$ cat config.mk
export PLATFORM = sky130hd
export DESIGN_NAME = switch_ack_delay
export DESIGN_NICKNAME = d
export VERILOG_FILES = /design/src/design/harness_pkg.sv /design/src/design/switch_ack_delay.sv
export SDC_FILE = /design/constraint.sdc
export NUM_CORES = 1
export LEC_CHECK = 0
export ABC_AREA = 1
export BUFFER_PORTS_ARGS = -buffer_cell sky130_fd_sc_hd__buf_4
export CELL_PAD_IN_SITES_DETAIL_PLACEMENT = 1
export CELL_PAD_IN_SITES_GLOBAL_PLACEMENT = 1
export CORE_AREA = 2 2 39 41
export DETAILED_ROUTE_END_ITERATION = 10
export DIE_AREA = 0 0 41 43
export GPL_ROUTABILITY_DRIVEN = 0
export PLACE_DENSITY = 0.61
export SKIP_CTS_REPAIR_TIMING = 1
export SKIP_LAST_GASP = 1
export SLEW_MARGIN = 20
export SYNTH_ARGS = -nofsm -noshare
export SYNTH_HDL_FRONTEND = slang
export SYNTH_SLANG_ARGS = --single-unit
export TNS_END_PERCENT = 10
$ cat constraint.sdc
create_clock -name clk_i -period 1.62 [get_ports clk_i]
set_clock_uncertainty 0.2 [all_clocks]
set_input_delay 0 -clock clk_i [delete_from_list [all_inputs] [get_ports clk_i]]
set_output_delay 0 -clock clk_i [all_outputs]
set_load 0.01 [all_outputs]
$ cat src/design/harness_pkg.sv
/*
 * Harness constants
 * Power-domain counts, switch latency and slow memory sizing
 */
`default_nettype none

package harness_pkg;

  // Switch cell emulation
  localparam int unsigned SWITCH_ACK_LATENCY = 15;
  localparam int unsigned NUM_BANKS          = 4;
  localparam int unsigned EXT_DOMAINS        = 2;

  // Slow memory and its request buffer
  localparam int unsigned MEM_WORDS  = 1024;
  localparam int unsigned MEM_WAIT   = 2;
  localparam int unsigned FIFO_DEPTH = 2;

  // One switch bit per bank or domain, active low
  typedef logic [NUM_BANKS-1:0]   bank_sw_t;
  typedef logic [EXT_DOMAINS-1:0] ext_sw_t;

endpackage

`default_nettype wire

$ cat src/design/switch_ack_delay.sv
/*
 * Power switch cell emulation
 * Acknowledge follows the switch request after a fixed number of cycles
 */
`timescale 1ns/1ns
`default_nettype none

module switch_ack_delay #(
  parameter type payload_t = logic
) (
  input  wire      clk_i,
  input  wire      rst_n_i,
  input  payload_t switch_n_i,
  output payload_t switch_ack_n_o
);

  localparam int unsigned LAT = harness_pkg::SWITCH_ACK_LATENCY;

  payload_t stage_q [LAT];

  // Switches come up open, so every stage resets to ones
  always_ff @(posedge clk_i or negedge rst_n_i) begin
    if (!rst_n_i) begin
      for (int i = 0; i < LAT; i++) begin
        stage_q[i] <= '1;
      end
    end else begin
      stage_q[0] <= switch_n_i;
      for (int i = 1; i < LAT; i++) begin
        stage_q[i] <= stage_q[i-1];
      end
    end
  end

  assign switch_ack_n_o = stage_q[LAT-1];

  // Exact latency once the line has been filled since reset
  a_ack_latency: assert property (@(posedge clk_i) disable iff (!rst_n_i)
    $past(rst_n_i, LAT) |-> switch_ack_n_o == $past(switch_n_i, LAT));

endmodule

`default_nettype wire

# Yosys cells after proc, flatten, opt, wreduce, memory -nomap -nowiden
# Index checks and enable logic that the tools add are counted.
# word_totals
ram_bits	0
mem_count	0
ff_bits	15
in_bits	3
latch_bits	0
output_inout_bits	1
rom_bits	0
elab_cells	15
# op_classes
reduce_logical	0
mux	0
shift	0
n_lt_le_gt_ge	0
n_addsub	0
n_bitwise	0
n_mul	0
n_eq_ne	0
div_mod_pow	0

# Longest topological paths before layout
# depth
depth_word	0
depth_mapped	0

# Worst setup path before layout
# No wires, ideal clock.
# synth_timing
kind	flip-flop to flip-flop
start	reg stage_q[11] in the netlist's numbering
end	reg stage_q[10] in the netlist's numbering
synth_period_minus_slack_ps	748
slack_ps	872
path_stages_with_launch	1
arrival_ps	489
t_required_ps	1361
setup_ps	59
path_buffers	0
cell_sequence	dfstp_2
# synth_rtl
element	line_no	rtl
from (decl)	switch_ack_delay.sv:19	payload_t stage_q [LAT];
from (signal, indexed assignment)	switch_ack_delay.sv:30	stage_q[i] <= stage_q[i-1];
# No word-level cell between the ends.

# Final worst setup path
# layout_timing
start	reg stage_q (netlist bit switch_ack_n_o)
end	out switch_ack_n_o
# layout_rtl
element	line_no	rtl
to (decl)	switch_ack_delay.sv:14	output payload_t switch_ack_n_o
# No word-level cell between the ends.

==> metrics.yaml <==
place:
  post_dp_cell_area_um2: 437
  io_buffers: 3
  hpwlAfterDp_um: 239
setup_path:
  critPathKind: "reg -> out"
  cp.buffers_inverters: 1
  endpoint_kind: "output pin"
  worstPathArrival_ns: 0.89
  reg2reg_slack_ns: 0.84
  crit_required_ns: 1.42
  critPathMaxFanout: 1
  start_kind: "register"
  cpPeakStageDelay_ns: 0.52
  path_delay_family: "flip-flops"
  crit_slowest_cell: "dfstp_2"
  path_cells: "buf_4"
timing:
  finalSetupTns_ns: 0
  hold_viol_final: 0
  slew_violations: 0
  finalCritPeriodShare_pct: 67.3
  max_freq_ghz: 0.917
  setup_viol: 0
  rsz0062_at_grt: "false"
  worst_hold_slack_ns: 0.119
  period_needed_ns: 1.09
  slew_headroom_pct: 88.5
  tightest_slew_ns: 0.172
flow_run:
  max_cap_viol_count: 0
synthesis:
  syn_inst: 15
  ys_ff_latch: 15
  syn_avg_cell_area_um2: 26.3
  synthDistinctLibCells: 1
  syn_area_um2: 394
  ys_seq_area_share_pct: 100
  syn-num-nets: 18
  yosys_warnings: 0
floorplanning:
  die_w_um: 41
  io_pins: 4
  coreArea_um2: 1380
  core.rowCount: 14
  dieHeight_um: 43
  initial_utilization_pct: 28.5
  dieArea_um2: 1760
power_and_ir_drop:
  p_seq_share_pct: 66.3
  p_sw_mw: 0.114
  p_sw_share_pct: 18.2
  leakage_nw: 0.195
  p_comb_share_pct: 2.5
  p_int_mw: 0.511
  clockPowerShare_pct: 31.1
  power_density_nw_per_um2: 1290
  peakVddDrop_v: 0.000494
clock_network:
  clkSinkCount: 15
  cts_tree: "built"
  tritoncts.num_buffers: 3
  htreeDepth: 1
  clk_pin_slew_ns: 0.08
  cts_root_buf: "clkbuf_4"
  worstSkewPairLatency_ns: 0.26
  clk_path_buf_depth: 2
final_layout:
  final_cell_area_um2: 483
  drive_gt1_share_pct: 87.5
  nNetsFinal: 28
  post-route-util_pct: 34.9
  layout_commonest_cell: "dfstp_2"
  comb.multi_input.count: 0
  multi_input_area_um2: 0
  mostFrequentLayoutCells: "15 x dfstp_2, 3 x clkbuf_4, 3 x buf_4"
  n_fill_cell: 145
  diodes: 0
  area_growth_syn_to_layout_pct: 22.5
grt:
  grt_max_degree: 16
  grt_overflow: 0
  grt_pass1_vias: 179
  antenna_found_initial: 0
  grt_pass1_wl_um: 786
  grt_use_total_pct: 7.64
detailed_routing:
  drt_wl_total_um: 414
  route.vias.total: 149
  drt_iter0_markers: 2
  ant_nets: 0
  wl_per_cell_um: 10.4
  vias_per_cell: 3.73
  drc: 0
  drt_first_pass_iters: 2
run_status:
  outcome: "complete, no violations"
min_path:
  hold_path_class: "in -> async"
## final timing paths
kind / startpoint / to / cells past startpoint
setup / recovery: switch_ack_n_o / switch_ack_n_o / 1
hold / removal: rst_n_i / switch_ack_n_o / 2
setup reg to reg: stage_q[2] / stage_q[1] / 0
hold reg to reg: stage_q[1] / switch_ack_n_o / 0
max in group asynchronous: rst_n_i / stage_q[7] / 2
min in group clk_i: stage_q[1] / switch_ack_n_o / 0
## cell usage after synthesis
library cell,instances,area (um2)
dfstp_2,15,394
## power groups by stage
stage	registers (mW)	logic, mW	clock network (mW)
finish	0.414	0.0159	0.195
global route	0.418	0.0177	0.238
CTS	0.415	0.0128	0.206
detailed placement	0.420	0.0128	0
global placement	0.420	0.0121	0
floorplan	0.418	0	0
## state kept, by name (all words and copies together) (netlist names)
register and count:
switch_ack_n_o 1, stage_q 14
## cell type report
| class | instances | area, um2 | share of cell area (%) |
|---|---|---|---|
| well taps | 16 | 20.0 | 4.15 |
| flip-flops and latches | 15 | 394 | 81.6 |
| repair buffers | 5 | 42.5 | 8.81 |
| clock buffers | 4 | 26.3 | 5.44 |
## metrics by stage
stage | std cells | setup slack, ns | power [mW]
after floorplan | 15 | 0.872 | 0.418
after detailed placement | 34 | 0.820 | 0.433
after global placement | 34 | 0.815 | 0.432
after CTS | 38 | 0.515 | 0.634
final | 40 | 0.529 | 0.625
after global routing | 40 | 0.471 | 0.673
## routing by layer
layer,part of all wire [%],GRT usage [%],wire length [um],up-vias
met1,45,8.13,188,83
met2,50,9.38,205,4
met3,4.8,6.28,20,0
met4,0,6.00,0,0
met5,0,0,0,-
li1,-,-,-,62
## logic make-up (layout without fill, tap and decap cells)
group	count (synthesis)	count (layout)	share of synthesized area (%)
buffers and inverters	0	9	0
DFF	15	15	100
Power figures use the tool's default switching activity.
