[config.mk]
export PLATFORM = sky130hd
export DESIGN_NAME = obi_req_fifo
export DESIGN_NICKNAME = d
export VERILOG_FILES = /design/src/design/obi_pkg.sv /design/src/design/harness_pkg.sv /design/src/design/obi_req_fifo.sv
export SDC_FILE = /design/constraint.sdc
export NUM_CORES = 1
export LEC_CHECK = 0
export ABC_AREA = 0
export BUFFER_PORTS_ARGS = -buffer_cell sky130_fd_sc_hd__buf_2
export CORE_MARGIN = 1
export CORE_UTILIZATION = 55
export CTS_BUF_LIST = sky130_fd_sc_hd__clkbuf_4 sky130_fd_sc_hd__clkbuf_8
export DETAILED_ROUTE_END_ITERATION = 8
export GPL_TIMING_DRIVEN = 0
export PLACE_DENSITY = 0.83
export SLEW_MARGIN = 10
export SYNTH_ARGS = -nofsm -noshare
export SYNTH_HDL_FRONTEND = slang
export SYNTH_SLANG_ARGS = --single-unit
[constraint.sdc]
create_clock -name clk_i -period 10.65 [get_ports clk_i]
set_input_delay 1.065 -clock clk_i [delete_from_list [all_inputs] [get_ports clk_i]]
set_output_delay 1.065 -clock clk_i [all_outputs]
set_load 0.01 [all_outputs]
[src/design/obi_pkg.sv]
/*
 * OBI slave port definitions
 * Bus widths and the word types carried on request and response
 */
`default_nettype none

package obi_pkg;

  // Byte address and data widths
  localparam int unsigned ADDR_W = 32;
  localparam int unsigned DATA_W = 32;

  // One enable per byte lane
  localparam int unsigned BE_W = DATA_W / 8;

  typedef logic [ADDR_W-1:0] addr_t;
  typedef logic [DATA_W-1:0] data_t;
  typedef logic [BE_W-1:0]   be_t;

endpackage

`default_nettype wire

[src/design/harness_pkg.sv]
/*
 * Harness constants
 * Power-domain counts, switch latency and slow memory sizing
 */
`default_nettype none

package harness_pkg;

  // Switch cell emulation
  localparam int unsigned SWITCH_ACK_LATENCY = 15;
  localparam int unsigned NUM_BANKS          = 4;
  localparam int unsigned EXT_DOMAINS        = 2;

  // Slow memory and its request buffer
  localparam int unsigned MEM_WORDS  = 1024;
  localparam int unsigned MEM_WAIT   = 2;
  localparam int unsigned FIFO_DEPTH = 2;

  // One switch bit per bank or domain, active low
  typedef logic [NUM_BANKS-1:0]   bank_sw_t;
  typedef logic [EXT_DOMAINS-1:0] ext_sw_t;

endpackage

`default_nettype wire

[src/design/obi_req_fifo.sv]
/*
 * OBI request buffer
 * Holds taken requests in order until the slow memory grants them
 */
`timescale 1ns/1ns
`default_nettype none

module obi_req_fifo (
  input  wire             clk_i,
  input  wire             rst_n_i,
  // Producer side
  input  logic            req_i,
  input  logic            we_i,
  input  obi_pkg::be_t    be_i,
  input  obi_pkg::addr_t  addr_i,
  input  obi_pkg::data_t  wdata_i,
  output logic            gnt_o,
  // Memory side
  output logic            mem_req_o,
  output logic            mem_we_o,
  output obi_pkg::be_t    mem_be_o,
  output obi_pkg::addr_t  mem_addr_o,
  output obi_pkg::data_t  mem_wdata_o,
  input  logic            mem_gnt_i
);

  localparam int unsigned DEPTH = harness_pkg::FIFO_DEPTH;
  localparam int unsigned PTR_W = (DEPTH > 1) ? $clog2(DEPTH) : 1;
  localparam int unsigned CNT_W = $clog2(DEPTH + 1);

  typedef struct packed {
    logic           we;
    obi_pkg::be_t   be;
    obi_pkg::addr_t addr;
    obi_pkg::data_t wdata;
  } entry_t;

  entry_t           buf_q [DEPTH];
  logic [PTR_W-1:0] wr_ptr_q;
  logic [PTR_W-1:0] rd_ptr_q;
  logic [CNT_W-1:0] count_q;
  logic             push;
  logic             pop;
  entry_t           head;

  // Accept whenever there is room
  assign gnt_o = (count_q != CNT_W'(DEPTH));
  assign push  = req_i & gnt_o;
  assign pop   = mem_gnt_i;

  always_ff @(posedge clk_i or negedge rst_n_i) begin
    if (!rst_n_i) begin
      wr_ptr_q <= '0;
      rd_ptr_q <= '0;
      count_q  <= '0;
    end else begin
      if (push) begin
        wr_ptr_q <= (wr_ptr_q == PTR_W'(DEPTH - 1)) ? '0 : wr_ptr_q + 1'b1;
      end
      if (pop) begin
        rd_ptr_q <= (rd_ptr_q == PTR_W'(DEPTH - 1)) ? '0 : rd_ptr_q + 1'b1;
      end
      if (push && !pop) begin
        count_q <= count_q + 1'b1;
      end else if (pop && !push) begin
        count_q <= count_q - 1'b1;
      end
    end
  end

  always_ff @(posedge clk_i) begin
    if (push) begin
      buf_q[wr_ptr_q] <= '{we: we_i, be: be_i, addr: addr_i, wdata: wdata_i};
    end
  end

  // Oldest entry faces the memory
  assign head        = buf_q[rd_ptr_q];
  assign mem_req_o   = (count_q != '0);
  assign mem_we_o    = head.we;
  assign mem_be_o    = head.be;
  assign mem_addr_o  = head.addr;
  assign mem_wdata_o = head.wdata;

  a_gnt_needs_req: assert property (@(posedge clk_i) disable iff (!rst_n_i)
    mem_gnt_i |-> mem_req_o);

  a_count_bound: assert property (@(posedge clk_i) disable iff (!rst_n_i)
    count_q <= CNT_W'(DEPTH));

endmodule

`default_nettype wire

Word-level counts from Yosys, hierarchy flattened:

Memory sizes are Yosys's and may differ from the RTL's.
Cells that the tools add are included.

* add/subtract/negate cells: 4
* multiply operators: 0
* divide/modulo/power cells: 0
* order comparisons: 0
* equal/unequal tests: 1
* shifts and indexed selects: 0
* muxes and demuxes: 6
* bitwise gates (word level): 1
* reductions and logical operators: 6

Operators by type and width (count)
* $mux W1: 4
* $mux W2: 2
* $reduce_bool A2 Y1: 2
* $add A1 B1 Y1 const B: 2
* $add A2 B1 Y2 const B: 1
* $logic_and A1 B1 Y1: 2
* $logic_not A1 Y1: 2
* $ne A2 B2 Y1 const B: 1
* $sub A2 B1 Y2 const B: 1
* $and A1 B1 Y1: 1

* register bits after elaboration: 4
* latch bits: 0
* bits in writable memories: 138
* memory bits (read-only): 0
* bits of input ports: 73
* output and inout bits: 71
* word-level logic and storage cells: 22
* memories kept: 1

Memory list
* buf_q: depth 2, bits a word 69, read ports 1, clocked after memory_dff 0, write ports 1, line obi_req_fifo.sv:38 `entry_t buf_q [DEPTH];`

Longest topological paths before layout:

* depth after elaboration: 6
* mapped depth: 7
* mapped depth without buffers: 7

Worst setup path before layout:

No wires, ideal clock.

* path type: in2reg
* start: input port req_i
* end: memory buf_q[0][0] (netlist bit), enable pin
* setup time: 0.496 ns
* arrival: 4.039 ns
* data required time: 10.154 ns
* slack: 6.115 ns
* cell stages on the path: 2
* buffers on the path: 0
* cells stage by stage: nand2_1 nor2_1

* cells in the longest elaborated chain, start to end: 3

RTL lines
* from (decl): line obi_req_fifo.sv:12 `input logic req_i,`
* $and A1 B1 Y1: line obi_req_fifo.sv:48 `assign push = req_i & gnt_o;`
* $mux W1: line obi_req_fifo.sv:72 `if (push) begin`
* $mux W1 (not written as such): line obi_req_fifo.sv:73 `buf_q[wr_ptr_q] <= '{we: we_i, be: be_i, addr: addr_i, wdata: wdata_i};`
* to (decl): line obi_req_fifo.sv:38

No other way between the ends.

Final worst setup path:

* start: register rd_ptr_q
* end: output port mem_wdata_o[5]

* cells in the longest elaborated chain, start to end: 1

RTL lines
* from (decl): line obi_req_fifo.sv:40 `logic [PTR_W-1:0] rd_ptr_q;`
* from (signal assigned): line obi_req_fifo.sv:61 `rd_ptr_q <= (rd_ptr_q == PTR_W'(DEPTH - 1)) ? '0 : rd_ptr_q + 1'b1;`
* $mem_v2 Z2 W69
* to (decl): line obi_req_fifo.sv:23 `output obi_pkg::data_t mem_wdata_o,`

No other way between the ends.

==> results_dict.tcl <==
set metrics [dict create \
    synth_commonest_cells "138 x edfxtp_1, 69 x mux2_4, 7 x buf_12, 4 x dfrtp_1, 3 x xor2_1" \
    cts_num_sinks 142 \
    ir_drop_v 0.000157 \
    setup_viol 0 \
    synth_top_area_share_pct 75.0 \
    clockBufferDepth 2 \
    cts_made_buffers 17 \
    status "complete, no violations" \
    synth.ff_latch_count 142 \
    synth_top_cell_by_area "edfxtp_1" \
    worstPathRequired_ps 9590 \
    gpl.final_weighted_congestion 0.637 \
    core_area_sq_um 9770 \
    start_kind "flop" \
    wl_per_cell_um 16.1 \
    cp.arrival_ps 1600 \
    grt_pass1_vias 2698 \
    dp_hpwl_um 5980 \
    cts-htree-levels 4 \
    ant_nets 0 \
    nNetsFinal 472 \
    ios 144 \
    layoutNonFillerInstCount 544 \
    dr.pass1.iters 4 \
    drc 0 \
    powerDensity_nw_per_um2 271 \
    max-cap-violations 0 \
    max_slew.worst_pin.slew_ps 606 \
    grt_usage_pct 17.2 \
    async_flop_share_pct 2.82 \
    dp_cells 512 \
    grt_first_pass_wirelength_um 12700 \
    synth_edf_count 138 \
    path_max_fanout 10 \
    port_buffers 143 \
    cts_tree "yes" \
    drive_above_1_share_pct 62.7 \
    synth_seq_area_share_pct 76.8 \
    max_freq_ghz 0.376 \
    routed_via_density 4.91 \
    grt_use_met1_pct 18.6 \
    gr-max-usage-layer "met2" \
    synth.net_count 307 \
    period_share_pct 25.0 \
    tns_ps 0 \
    fill_cells 642 \
    ys_warn_count 0 \
    ctsResizeCount 0 \
    criticalPathCategory "flop to primary output" \
    hp-class "primary input to async pin" \
    grt_setup_unrepaired "no" \
    fin_crit_ps 2660 \
    cts-root-buf "clkbuf_8" \
    synth_ff_type "edfxtp_1" \
    cts_setup_buffers 0 \
    setup_slack_ps 7990 \
    antenna_found_initial 2 \
    syn_inst 233 \
    met3_usage_pct 6.43 \
    syn-cell-area_sq_um 5530 \
    synth_most_common_cell "edfxtp_1" \
    drt_iter0_drc 91 \
    finClkSkew_ps 8.85 \
    place_ws_ps 8010 \
    initial_core_util_pct 56.5 \
    rows 36 \
    syn_avg_cell_area_sq_um 23.7 \
    overflow 0 \
    die-area_sq_um 10500 \
    path_clk_slew_ps 80 \
    ys_top_cells_by_area "edfxtp_1 75%, mux2_4 19%, buf_12 2.5%, dfrtp_1 1.8%, xor2_1 0.48%" \
    multiInputGateArea_sq_um 1130 \
    ys_types 14 \
    regArea_sq_um 4240 \
    grt_max_degree 52 \
    vias 2670 \
    insertion_delay_ps 420 \
    slew_violations 0 \
    globalRouteMet2Util_pct 29.2 \
    die_w_um 102 \
    die_y_um 102 \
    area_delta_synth_final_pct 23.9 \
    p_leak_uw 0.00278 \
    hold_buffers 0 \
    wirelength_um 8770 \
    slew_headroom_pct 59.5 \
    hold_viol 0 \
    cp-end-kind "primary output" \
]
## path summary, 6_finish.rpt
path,from,slack [ps],cells after the start,end
max in group asynchronous,rst_n_i,10080,1,wr_ptr_q
min in group clk_i,count_q[1],500,1,count_q[1]
hold / removal,rst_n_i,440,1,count_q[1]
setup reg to reg,count_q[0],8600,5,buf_q[0][9]
setup / recovery,rd_ptr_q,7990,4,mem_wdata_o[5]
hold reg to reg,count_q[1],500,1,count_q[1]
## layer usage
| metal | up-vias | routed length (um) |
|---|---|---|
| met5 | - | 13 |
| met4 | 2 | 168 |
| met3 | 18 | 557 |
| met2 | 99 | 4540 |
| met1 | 1302 | 3500 |
| li1 | 1249 | - |
## cells in the final DEF, fill, tap and decap left out, drive strengths merged
master and instances:
or2 1, diode 1, nor2 2, clkbuf 18
xnor2 2, bufinv 1, edfxtp 138, inv 5
ha 1, clkinvlp 6, xor2 3, clkinv 3
dfrtp 4, buf 154, nand2b 1, and3 1
mux2 69, nand2 1
## metrics by stage
stage	instance area, sq um	hold WS, ps	total power [uW]	utilization, %
floorplan	5530	456	1290	-
global placement	6410	471	1480	65.6
detailed placement	6490	489	1500	66.4
CTS	6850	412	1880	70.0
global route	6850	411	1950	70.1
finish	6850	436	1860	70.1
## report_power, final
part | internal, uW | switching, uW | total, uW
logic | 366 | 311 | 677
registers | 763 | 34.7 | 797
clock network | 186 | 197 | 383
total | 1310 | 543 | 1860
## sequential cells by signal, indices dropped and copies added (netlist names)
signal,flops
count_q,2
wr_ptr_q,1
rd_ptr_q,1
buf_q,138
## critical path, stage by stage (launching register included)
cell and delay (ps):
dfrtp_1 340, buf_6 200, buf_12 180, mux2_4 300, buf_2 150
## logic make-up after synthesis
kind of cell	Yosys count	synth area share [%]
multiplexers	69	18.7
buffers and inverters	10	2.88
flip-flops	142	76.8
adder cells (fa/ha/maj)	1	0.226
XOR/XNOR	5	0.793
AND/OR/NAND/NOR	6	0.544
## area by class of cell
class | count | share of cell area [%]
tap | 133 | 2.43
buffer | 8 | 2.21
antenna | 1 | 0.0365
clock buffer | 18 | 3.53
clock inverter | 13 | 1.70
sequential | 142 | 62.0
inverter | 2 | 0.110
timing repair buffer | 146 | 11.4
multi-input combinational | 81 | 16.6
Power figures use the tool's default switching activity.
